[src/logic/l1_trigger_pkg.sv]
package l1_trigger_pkg;

    //////////////////////////////////////////////////
    // Datapath sizes
    //////////////////////////////////////////////////
    localparam int NCHAN    = 8;    // Antenna channels after AGC
    localparam int NBEAMS   = 4;
    localparam int SAMP_W   = 5;    // Signed sample width
    localparam int SUM_W    = 8;    // Eight 5-bit samples never leave -128..120
    localparam int POWER_W  = 15;   // 128 squared still fits
    localparam int THRESH_W = 18;
    localparam int COUNT_W  = 32;

    // Beam steering, delay in samples per beam and channel
    localparam int MAX_DELAY = 3;
    localparam int unsigned BEAM_DELAY [NBEAMS][NCHAN] = '{
        '{0, 0, 0, 0, 0, 0, 0, 0},  // Boresight
        '{0, 0, 1, 1, 2, 2, 3, 3},  // Tilted towards channel 0
        '{3, 3, 2, 2, 1, 1, 0, 0},  // Mirror of beam 1
        '{0, 1, 2, 3, 0, 1, 2, 3}   // Fine step, repeated twice
    };

    // Trigger timing
    localparam int HOLDOFF_CLOCKS = 16;                          // Dead time after a trigger
    localparam int HOLD_W         = $clog2(HOLDOFF_CLOCKS + 1);
    localparam int RATE_CLOCKS    = 200;                         // Rate window length
    localparam int RATE_W         = $clog2(RATE_CLOCKS);

    //////////////////////////////////////////////////
    // Register map
    //////////////////////////////////////////////////
    localparam int ADDR_W      = 12;
    localparam int DATA_W      = 32;
    localparam int REG_IDX_LSB = 2;                          // Word aligned registers
    localparam int BEAM_IDX_W  = $clog2(NBEAMS);
    localparam int BANK_LSB    = REG_IDX_LSB + BEAM_IDX_W;   // Lowest bit of a bank address

    localparam logic [ADDR_W-1:0] ADDR_CTRL        = 12'h000;
    localparam logic [ADDR_W-1:0] ADDR_THRESH_BASE = 12'h400;
    localparam logic [ADDR_W-1:0] ADDR_COUNT_BASE  = 12'h800;

    localparam int CTRL_START_BIT  = 0;  // Start a rate count
    localparam int CTRL_UPDATE_BIT = 1;  // Pending to active copy

    // Nothing can trigger until a real threshold is loaded
    localparam logic [THRESH_W-1:0] THRESH_RESET = {THRESH_W{1'b1}};

endpackage

[src/logic/beam_power.sv]
`timescale 1ns/1ns

module beam_power import l1_trigger_pkg::*; (
    input  logic                            aclk,
    input  logic                            rst_n_i,
    input  logic [NCHAN-1:0][SAMP_W-1:0]    dat_i,          // Channel 0 in the low bits
    output logic [NBEAMS-1:0][POWER_W-1:0]  beam_power_o    // Valid two edges after the taps
);

    // tap_q[d][c] holds channel c as sampled d edges before the newest one
    logic        [SAMP_W-1:0] tap_q [0:MAX_DELAY][NCHAN];
    logic signed [SUM_W-1:0]  sum_d [NBEAMS];
    logic signed [SUM_W-1:0]  sum_q [NBEAMS];

    //////////////////////////////////////////////////
    // Delay lines
    //////////////////////////////////////////////////
    always_ff @(posedge aclk) begin
        if (!rst_n_i) begin
            for (int d = 0; d <= MAX_DELAY; d++) begin
                for (int c = 0; c < NCHAN; c++) begin
                    tap_q[d][c] <= '0;
                end
            end
        end else begin
            for (int c = 0; c < NCHAN; c++) begin
                tap_q[0][c] <= dat_i[c];                // Newest sample, delay 0
            end
            for (int d = 1; d <= MAX_DELAY; d++) begin
                for (int c = 0; c < NCHAN; c++) begin
                    tap_q[d][c] <= tap_q[d-1][c];       // Shift one sample older
                end
            end
        end
    end

    //////////////////////////////////////////////////
    // Delayed channel sum
    //////////////////////////////////////////////////
    // Each beam picks its own tap per channel from the steering table
    always_comb begin
        for (int b = 0; b < NBEAMS; b++) begin
            sum_d[b] = '0;
            for (int c = 0; c < NCHAN; c++) begin
                // Sign extended into the sum width
                sum_d[b] = sum_d[b] + $signed(tap_q[BEAM_DELAY[b][c]][c]);
            end
        end
    end

    always_ff @(posedge aclk) begin
        if (!rst_n_i) begin
            for (int b = 0; b < NBEAMS; b++) begin
                sum_q[b] <= '0;
            end
        end else begin
            for (int b = 0; b < NBEAMS; b++) begin
                sum_q[b] <= sum_d[b];                   // Stage 2
            end
        end
    end

    //////////////////////////////////////////////////
    // Beam power
    //////////////////////////////////////////////////
    // Square of a signed sum is never negative, the widest is (-128)^2
    always_ff @(posedge aclk) begin
        if (!rst_n_i) begin
            beam_power_o <= '0;
        end else begin
            for (int b = 0; b < NBEAMS; b++) begin
                beam_power_o[b] <= POWER_W'(sum_q[b] * sum_q[b]);   // Stage 3
            end
        end
    end

endmodule

[src/logic/threshold_bank.sv]
`timescale 1ns/1ns

module threshold_bank import l1_trigger_pkg::*; (
    input  logic                             aclk,
    input  logic                             rst_n_i,
    input  logic                             reg_wr_i,          // One-cycle write strobe
    input  logic                             reg_rd_i,          // One-cycle read strobe
    input  logic [ADDR_W-1:0]                reg_addr_i,
    input  logic [DATA_W-1:0]                reg_wdata_i,
    input  logic [NBEAMS-1:0][COUNT_W-1:0]   trigger_counts_i,
    input  logic                             count_done_i,
    output logic [DATA_W-1:0]                reg_rdata_o,
    output logic                             reg_rvalid_o,
    output logic [NBEAMS-1:0][THRESH_W-1:0]  thresh_active_o,   // Thresholds in use
    output logic                             rate_start_o       // Pulse, one edge after the write
);

    logic                             ctrl_hit;
    logic                             thresh_hit;
    logic                             count_hit;
    logic [BEAM_IDX_W-1:0]            beam_sel;
    logic [NBEAMS-1:0][THRESH_W-1:0]  thresh_pend_q;    // Staged, not yet in use

    // Read pipeline
    logic                             rd_q;
    logic                             rd_ctrl_q;
    logic                             rd_thresh_q;
    logic                             rd_count_q;
    logic [BEAM_IDX_W-1:0]            rd_sel_q;
    logic [DATA_W-1:0]                rdata_d;

    //////////////////////////////////////////////////
    // Address decode
    //////////////////////////////////////////////////
    assign ctrl_hit   = (reg_addr_i == ADDR_CTRL);
    assign thresh_hit = (reg_addr_i[ADDR_W-1:BANK_LSB] == ADDR_THRESH_BASE[ADDR_W-1:BANK_LSB])
                     && (reg_addr_i[REG_IDX_LSB-1:0] == '0);
    assign count_hit  = (reg_addr_i[ADDR_W-1:BANK_LSB] == ADDR_COUNT_BASE[ADDR_W-1:BANK_LSB])
                     && (reg_addr_i[REG_IDX_LSB-1:0] == '0);
    assign beam_sel   = reg_addr_i[REG_IDX_LSB +: BEAM_IDX_W];    // Word index inside a bank

    //////////////////////////////////////////////////
    // Writes
    //////////////////////////////////////////////////
    always_ff @(posedge aclk) begin
        if (!rst_n_i) begin
            thresh_pend_q   <= {NBEAMS{THRESH_RESET}};
            thresh_active_o <= {NBEAMS{THRESH_RESET}};
            rate_start_o    <= 1'b0;
        end else begin
            rate_start_o <= reg_wr_i && ctrl_hit && reg_wdata_i[CTRL_START_BIT];

            if (reg_wr_i && thresh_hit) begin
                thresh_pend_q[beam_sel] <= reg_wdata_i[THRESH_W-1:0];  // Low 18 bits only
            end

            // All beams switch on the same edge
            if (reg_wr_i && ctrl_hit && reg_wdata_i[CTRL_UPDATE_BIT]) begin
                thresh_active_o <= thresh_pend_q;
            end
        end
    end

    //////////////////////////////////////////////////
    // Reads
    //////////////////////////////////////////////////
    // First stage holds the decoded request
    always_ff @(posedge aclk) begin
        if (!rst_n_i) begin
            rd_q        <= 1'b0;
            rd_ctrl_q   <= 1'b0;
            rd_thresh_q <= 1'b0;
            rd_count_q  <= 1'b0;
        end else begin
            rd_q        <= reg_rd_i;
            rd_ctrl_q   <= reg_rd_i && ctrl_hit;
            rd_thresh_q <= reg_rd_i && thresh_hit;
            rd_count_q  <= reg_rd_i && count_hit;
        end
    end

    always_ff @(posedge aclk) begin
        rd_sel_q <= beam_sel;
    end

    // Source select, the sources are sampled one edge after the strobe
    always_comb begin
        rdata_d = '0;                                       // Unmapped reads return zero
        if (rd_ctrl_q) begin
            rdata_d = DATA_W'(count_done_i);                // Status, done in bit 0
        end else if (rd_thresh_q) begin
            rdata_d = DATA_W'(thresh_pend_q[rd_sel_q]);     // Pending, not active
        end else if (rd_count_q) begin
            rdata_d = trigger_counts_i[rd_sel_q];
        end
    end

    // Second stage, data and valid leave together
    always_ff @(posedge aclk) begin
        if (!rst_n_i) begin
            reg_rvalid_o <= 1'b0;
        end else begin
            reg_rvalid_o <= rd_q;
        end
    end

    always_ff @(posedge aclk) begin
        if (rd_q) begin
            reg_rdata_o <= rdata_d;
        end
    end

endmodule

[src/logic/beam_trigger_rate.sv]
`timescale 1ns/1ns

module beam_trigger_rate import l1_trigger_pkg::*; (
    input  logic                             aclk,
    input  logic                             rst_n_i,
    input  logic [NBEAMS-1:0][POWER_W-1:0]   beam_power_i,
    input  logic [NBEAMS-1:0][THRESH_W-1:0]  thresh_active_i,
    input  logic                             rate_start_i,       // Clears and opens the window
    output logic [NBEAMS-1:0]                trigger_o,
    output logic [NBEAMS-1:0][COUNT_W-1:0]   trigger_counts_o,
    output logic                             count_done_o
);

    logic [NBEAMS-1:0]              fire;           // Comparison result before the register
    logic [NBEAMS-1:0][HOLD_W-1:0]  holdoff_q;      // Clocks left in the dead time
    logic                           win_open_q;
    logic [RATE_W-1:0]              win_cnt_q;      // Edges left in the window, minus one
    logic                           win_close_q;    // Window closed on the last edge

    //////////////////////////////////////////////////
    // Threshold comparison
    //////////////////////////////////////////////////
    // Strictly greater, and only outside the holdoff
    always_comb begin
        for (int b = 0; b < NBEAMS; b++) begin
            fire[b] = (THRESH_W'(beam_power_i[b]) > thresh_active_i[b])
                   && (holdoff_q[b] == '0);
        end
    end

    //////////////////////////////////////////////////
    // Trigger register and holdoff
    //////////////////////////////////////////////////
    always_ff @(posedge aclk) begin
        if (!rst_n_i) begin
            trigger_o <= '0;
            holdoff_q <= '0;
        end else begin
            trigger_o <= fire;                  // One edge after the power
            for (int b = 0; b < NBEAMS; b++) begin
                if (rate_start_i) begin
                    holdoff_q[b] <= '0;         // Fresh start for the count
                end else if (fire[b]) begin
                    holdoff_q[b] <= HOLD_W'(HOLDOFF_CLOCKS);
                end else if (holdoff_q[b] != '0) begin
                    holdoff_q[b] <= holdoff_q[b] - 1'b1;
                end
            end
        end
    end
    // Next fire is HOLDOFF_CLOCKS+1 edges after the last one

    //////////////////////////////////////////////////
    // Rate window
    //////////////////////////////////////////////////
    // Open for RATE_CLOCKS edges after the start edge
    always_ff @(posedge aclk) begin
        if (!rst_n_i) begin
            win_open_q   <= 1'b0;
            win_cnt_q    <= '0;
            win_close_q  <= 1'b0;
            count_done_o <= 1'b0;
        end else if (rate_start_i) begin
            win_open_q   <= 1'b1;               // Also restarts a running window
            win_cnt_q    <= RATE_W'(RATE_CLOCKS - 1);
            win_close_q  <= 1'b0;
            count_done_o <= 1'b0;
        end else begin
            win_close_q <= 1'b0;
            if (win_open_q) begin
                if (win_cnt_q == '0) begin
                    win_open_q  <= 1'b0;        // Last counted edge
                    win_close_q <= 1'b1;
                end else begin
                    win_cnt_q <= win_cnt_q - 1'b1;
                end
            end
            if (win_close_q) begin
                count_done_o <= 1'b1;           // Held until the next start
            end
        end
    end

    //////////////////////////////////////////////////
    // Trigger counters
    //////////////////////////////////////////////////
    // Counts the registered trigger_o, so every pulse seen outside is counted
    always_ff @(posedge aclk) begin
        if (!rst_n_i) begin
            trigger_counts_o <= '0;
        end else if (rate_start_i) begin
            trigger_counts_o <= '0;
        end else if (win_open_q) begin
            for (int b = 0; b < NBEAMS; b++) begin
                // Saturate at all ones
                if (trigger_o[b] && (trigger_counts_o[b] != '1)) begin
                    trigger_counts_o[b] <= trigger_counts_o[b] + 1'b1;
                end
            end
        end
    end

endmodule

[src/logic/l1_trigger.sv]
`timescale 1ns/1ns

module l1_trigger import l1_trigger_pkg::*; (
    input  logic                          aclk,
    input  logic                          rst_n_i,
    input  logic [NCHAN-1:0][SAMP_W-1:0]  dat_i,          // One sample per channel per clock
    input  logic                          reg_wr_i,
    input  logic                          reg_rd_i,
    input  logic [ADDR_W-1:0]             reg_addr_i,
    input  logic [DATA_W-1:0]             reg_wdata_i,
    output logic [NBEAMS-1:0]             trigger_o,      // Three edges after the samples
    output logic [DATA_W-1:0]             reg_rdata_o,
    output logic                          reg_rvalid_o
);

    logic [NBEAMS-1:0][POWER_W-1:0]   beam_power_w;
    logic [NBEAMS-1:0][THRESH_W-1:0]  thresh_active_w;
    logic                             rate_start_w;
    logic [NBEAMS-1:0][COUNT_W-1:0]   trigger_counts_w;
    logic                             count_done_w;

    //////////////////////////////////////////////////
    // Beamformer and register bank side by side
    //////////////////////////////////////////////////
    beam_power u_beam_power (
        .aclk            (aclk),
        .rst_n_i         (rst_n_i),
        .dat_i           (dat_i),
        .beam_power_o    (beam_power_w)
    );

    threshold_bank u_threshold_bank (
        .aclk             (aclk),
        .rst_n_i          (rst_n_i),
        .reg_wr_i         (reg_wr_i),
        .reg_rd_i         (reg_rd_i),
        .reg_addr_i       (reg_addr_i),
        .reg_wdata_i      (reg_wdata_i),
        .trigger_counts_i (trigger_counts_w),   // Readback only
        .count_done_i     (count_done_w),
        .reg_rdata_o      (reg_rdata_o),
        .reg_rvalid_o     (reg_rvalid_o),
        .thresh_active_o  (thresh_active_w),
        .rate_start_o     (rate_start_w)
    );

    // Combines power and thresholds
    beam_trigger_rate u_beam_trigger_rate (
        .aclk             (aclk),
        .rst_n_i          (rst_n_i),
        .beam_power_i     (beam_power_w),
        .thresh_active_i  (thresh_active_w),
        .rate_start_i     (rate_start_w),
        .trigger_o        (trigger_o),
        .trigger_counts_o (trigger_counts_w),
        .count_done_o     (count_done_w)
    );

endmodule

[config.mk]
export PLATFORM = sky130hd
export DESIGN_NAME = l1_trigger
export DESIGN_NICKNAME = d
export VERILOG_FILES = /design/src/logic/l1_trigger_pkg.sv /design/src/logic/beam_power.sv /design/src/logic/threshold_bank.sv /design/src/logic/beam_trigger_rate.sv /design/src/logic/l1_trigger.sv
export SDC_FILE = /design/constraint.sdc
export NUM_CORES = 2
export LEC_CHECK = 0
export BUFFER_PORTS_ARGS = -buffer_cell sky130_fd_sc_hd__buf_2
export CORE_MARGIN = 2
export CORE_UTILIZATION = 50
export CTS_CLUSTER_SIZE = 40
export DETAILED_ROUTE_END_ITERATION = 7
export GPL_TIMING_DRIVEN = 0
export PLACE_DENSITY = 0.64
export SYNTH_ARGS = -nofsm -noshare
export SYNTH_HDL_FRONTEND = slang
export SYNTH_SLANG_ARGS = --single-unit
[constraint.sdc]
create_clock -name aclk -period 5.8 [get_ports aclk]
set_input_delay 0.87 -clock aclk [delete_from_list [all_inputs] [get_ports aclk]]
set_output_delay 0.87 -clock aclk [all_outputs]
set_load 0.005 [all_outputs]
==> metrics.cfg <==
[status]
outcome=completed

[worst_setup_path]
path_max_fanout=3
timing.critical_path.required_ps=6240
timing.critical_path.slowest_cell_delay_ps=610
path_class=flip-flop to flip-flop
crit_path_slowest_cell=fa_1
setup.worst_path.end_class=flip-flop
worst_setup_path_start_kind=flip-flop
timing.critical_path.arrival_ps=5810
critical_path.cell_chain=ha_1 > inv_1 > fa_1 > inv_1 > ha_1 > a21o_1 > a21oi_1 > xnor2_1 > fa_1 > inv_1 > fa_1 > fa_1 > inv_1 > ha_1 > a211oi_1 > o21bai_1 > a21oi_1 > xnor2_1 > nor2_1

[die]
core_area_um2=70300
chipHeight_um=271
die_area_um2=73300
placementRows=97
initial_cell_density_of_the_core=0.506
die_x_um=271
top_level_port_count=125

[timing]
number_of_hold_violations_in_the_final_report=0
post-route-period-util=0.927
fin_skew_ps=48.5
period_needed_ps=5380
setup_slack_ps=424
worst_pin_slew_ps=1170
fmaxAchievable_mhz=186
grt_setup_unrepaired=no
setup_tns_ps=0
final-setup-viol-count=0
final_max_slew_viol_count=0
maxSlewHeadroom=0.206

[logic_synthesis]
post_synth_inst_count=3724
number_of_flip_flops_and_latches_in_the_synthesized_netlist=580
most_used_flip_flop_cell_after_synthesis=dfxtp_1
ys_async_sr_fraction=0
yosysSeqAreaShare=0.335
synthDistinctLibCells=86
synth.net_count=4316
syn-mean-instance-area_um2=9.55
synth_edf_count=32
synth_warnings=0
synth.cell_area_um2=35600

[clocking]
cts_hold_buffers=0
htree_levels=3
tritoncts_num_sinks=580
cts-root-buf=clkbuf_16
post_cts_repair_resize_count=0
worstSkewPairLatency_ps=640
clk_pin_slew_ps=60
tritoncts=yes
post-cts-setup-buffers=0
clock_tree.buffer_depth=3
cts_inserted_buffers=66

[grt]
initial_antenna_violation_count=3
gr-usage-all-layers=0.262
grt_first_pass_wirelength_um=150000
grt_max_degree=34
grt_overflow_total=0
first_global_vias=26400

[drt]
route.vias.total=26800
via_to_cell_ratio=5.48
drt-initial-drc-count=2090
avgRoutedWirePerCell_um=19.2
routed_wirelength_um=94000
router_iterations_before_antenna_repair=6
number_of_remaining_drc_errors=0
route.antenna.remaining_nets=0

[cells_and_area]
mostFrequentLayoutCells=dfxtp_1, inv_1, nand2_1, fa_1, and2_1
fin_area_um2=39500
num-fill-cells=6250
n_diodes=0
area_occupied_by_registers_um2=11900
num-nets-final=4493
layout.cells.most_common=dfxtp_1
layout-drive-gt1-share=0.0946
multi_input_area_um2=21200
areaGrowthSynthToFinish_pct=11.1

[placement]
detailed_place.area_um2=37300
hpwlAfterDp_um=73300
port-buffer-count=109
dpl_worst_slack_ps=386
gp_routability_congestion=0.954

[power]
powerDensity_nw_per_um2=421
power_frac_clock=0.257
vdd_ir_drop_max_mv=0.272
cellLeakagePower_nw=17.6
netSwitchingPower_mw=6.43
power.combinational.fraction=0.460
internal-power_mw=10.2
total_design_power_mw=16.6
sw_frac_of_total=0.387
sequential_group_share_of_total_power=0.283

[job]
drv_cap=0

[worst_hold_path]
hold_path.class=flip-flop to flip-flop

==> worst paths after layout <==
kind,start,to,slack (ps),depth (start not counted)
worst max-delay path,u_beam_power.tap_q[0][35],u_beam_power.sum_q[0][7],420,19
worst min-delay path,u_beam_power.tap_q[2][37],u_beam_power.tap_q[3][37],420,1
worst max register to register,u_beam_power.tap_q[0][35],u_beam_power.sum_q[0][7],420,19
worst min register to register,u_beam_power.tap_q[2][37],u_beam_power.tap_q[3][37],420,1
==> critical path: cells and delay by family, from the launching register on <==
| kind | cells | cell delay (ps) |
|---|---|---|
| flops | 1 | 400 |
| compound gates | 5 | 1040 |
| fa+ha+maj | 7 | 3000 |
| buf+inv | 4 | 310 |
| xor+xnor | 2 | 330 |
| simple gates | 1 | 130 |
==> flip-flops by register name (all words and copies together), names as in the netlist, 2 cells and up <==
| name | count |
|---|---|
| u_threshold_bank.rd_sel_q | 2 |
| u_threshold_bank.thresh_pend_q | 72 |
| u_beam_power.tap_q | 145 |
| u_beam_trigger_rate.trigger_o | 4 |
| u_threshold_bank.thresh_active_o | 72 |
| u_beam_power.sum_q | 32 |
| u_beam_trigger_rate.holdoff_q | 20 |
| u_beam_trigger_rate.win_cnt_q | 8 |
| u_beam_power.beam_power_o | 56 |
| u_threshold_bank.reg_rdata_o | 32 |
| u_beam_trigger_rate.trigger_counts_o | 128 |
==> routing by layer <==
layer,global-route usage,up-vias,wire [um]
met1,0.366,13000,41700
met2,0.412,885,42100
met5,0,-,13
met4,0.0869,2,3260
li1,-,12800,-
met3,0.0438,166,6870
==> metrics by stage <==
| stage | utilization | hold WS, ps | std cells |
|---|---|---|---|
| 3_5_place_dp | 0.531 | 412 | 4773 |
| 4_1_cts | 0.563 | 420 | 4894 |
| 3_3_place_gp | 0.531 | 410 | 4773 |
| 2_1_floorplan | - | 406 | 3724 |
| 5_1_grt | 0.563 | 424 | 4894 |
| 6_report | 0.563 | 424 | 4894 |
==> Yosys cell counts, drive strengths merged (53+ instances only) <==
cell type,instances,area share
a21oi,116,0.016
and2,254,0.045
buf,53,0.0088
clkbuf,93,0.0098
dfxtp,548,0.31
fa,289,0.16
ha,215,0.076
inv,483,0.051
nand2,390,0.041
nand3,161,0.023
nor2,177,0.019
nor3,65,0.0094
o211ai,61,0.013
o21ai,89,0.013
xnor2,114,0.028
==> final cells by class <==
cell class                 count  share of cell area
inverter                     484              0.0460
sequential                   580               0.302
timing repair buffer         109              0.0138
clock buffer                  88              0.0469
clock inverter                33             0.00950
multi-input combinational   2514               0.535
buffer                       146              0.0168
tap                          940              0.0298
==> kinds of logic after synthesis <==
kind of cell / after synthesis / share of synthesized area
and+or+nand+nor: 1315 / 0.192
AOI/OAI and AO/OA: 470 / 0.0889
muxes: 74 / 0.0389
buffers and inverters: 630 / 0.0697
DFF: 580 / 0.335
adders and majority gates: 504 / 0.238
xor gates and xnor gates: 151 / 0.0372
==> power groups by stage <==
stage / logic [mW] / clock network [mW] / registers, mW
6_report: 7.64 / 4.27 / 4.71
5_1_grt: 8.86 / 4.49 / 4.77
4_1_cts: 7.72 / 4.34 / 4.72
3_5_place_dp: 7.64 / 0 / 4.80
3_3_place_gp: 7.48 / 0 / 4.80
2_1_floorplan: 6.04 / 0 / 4.66
No activity file was read; power rests on OpenSTA's default activity.
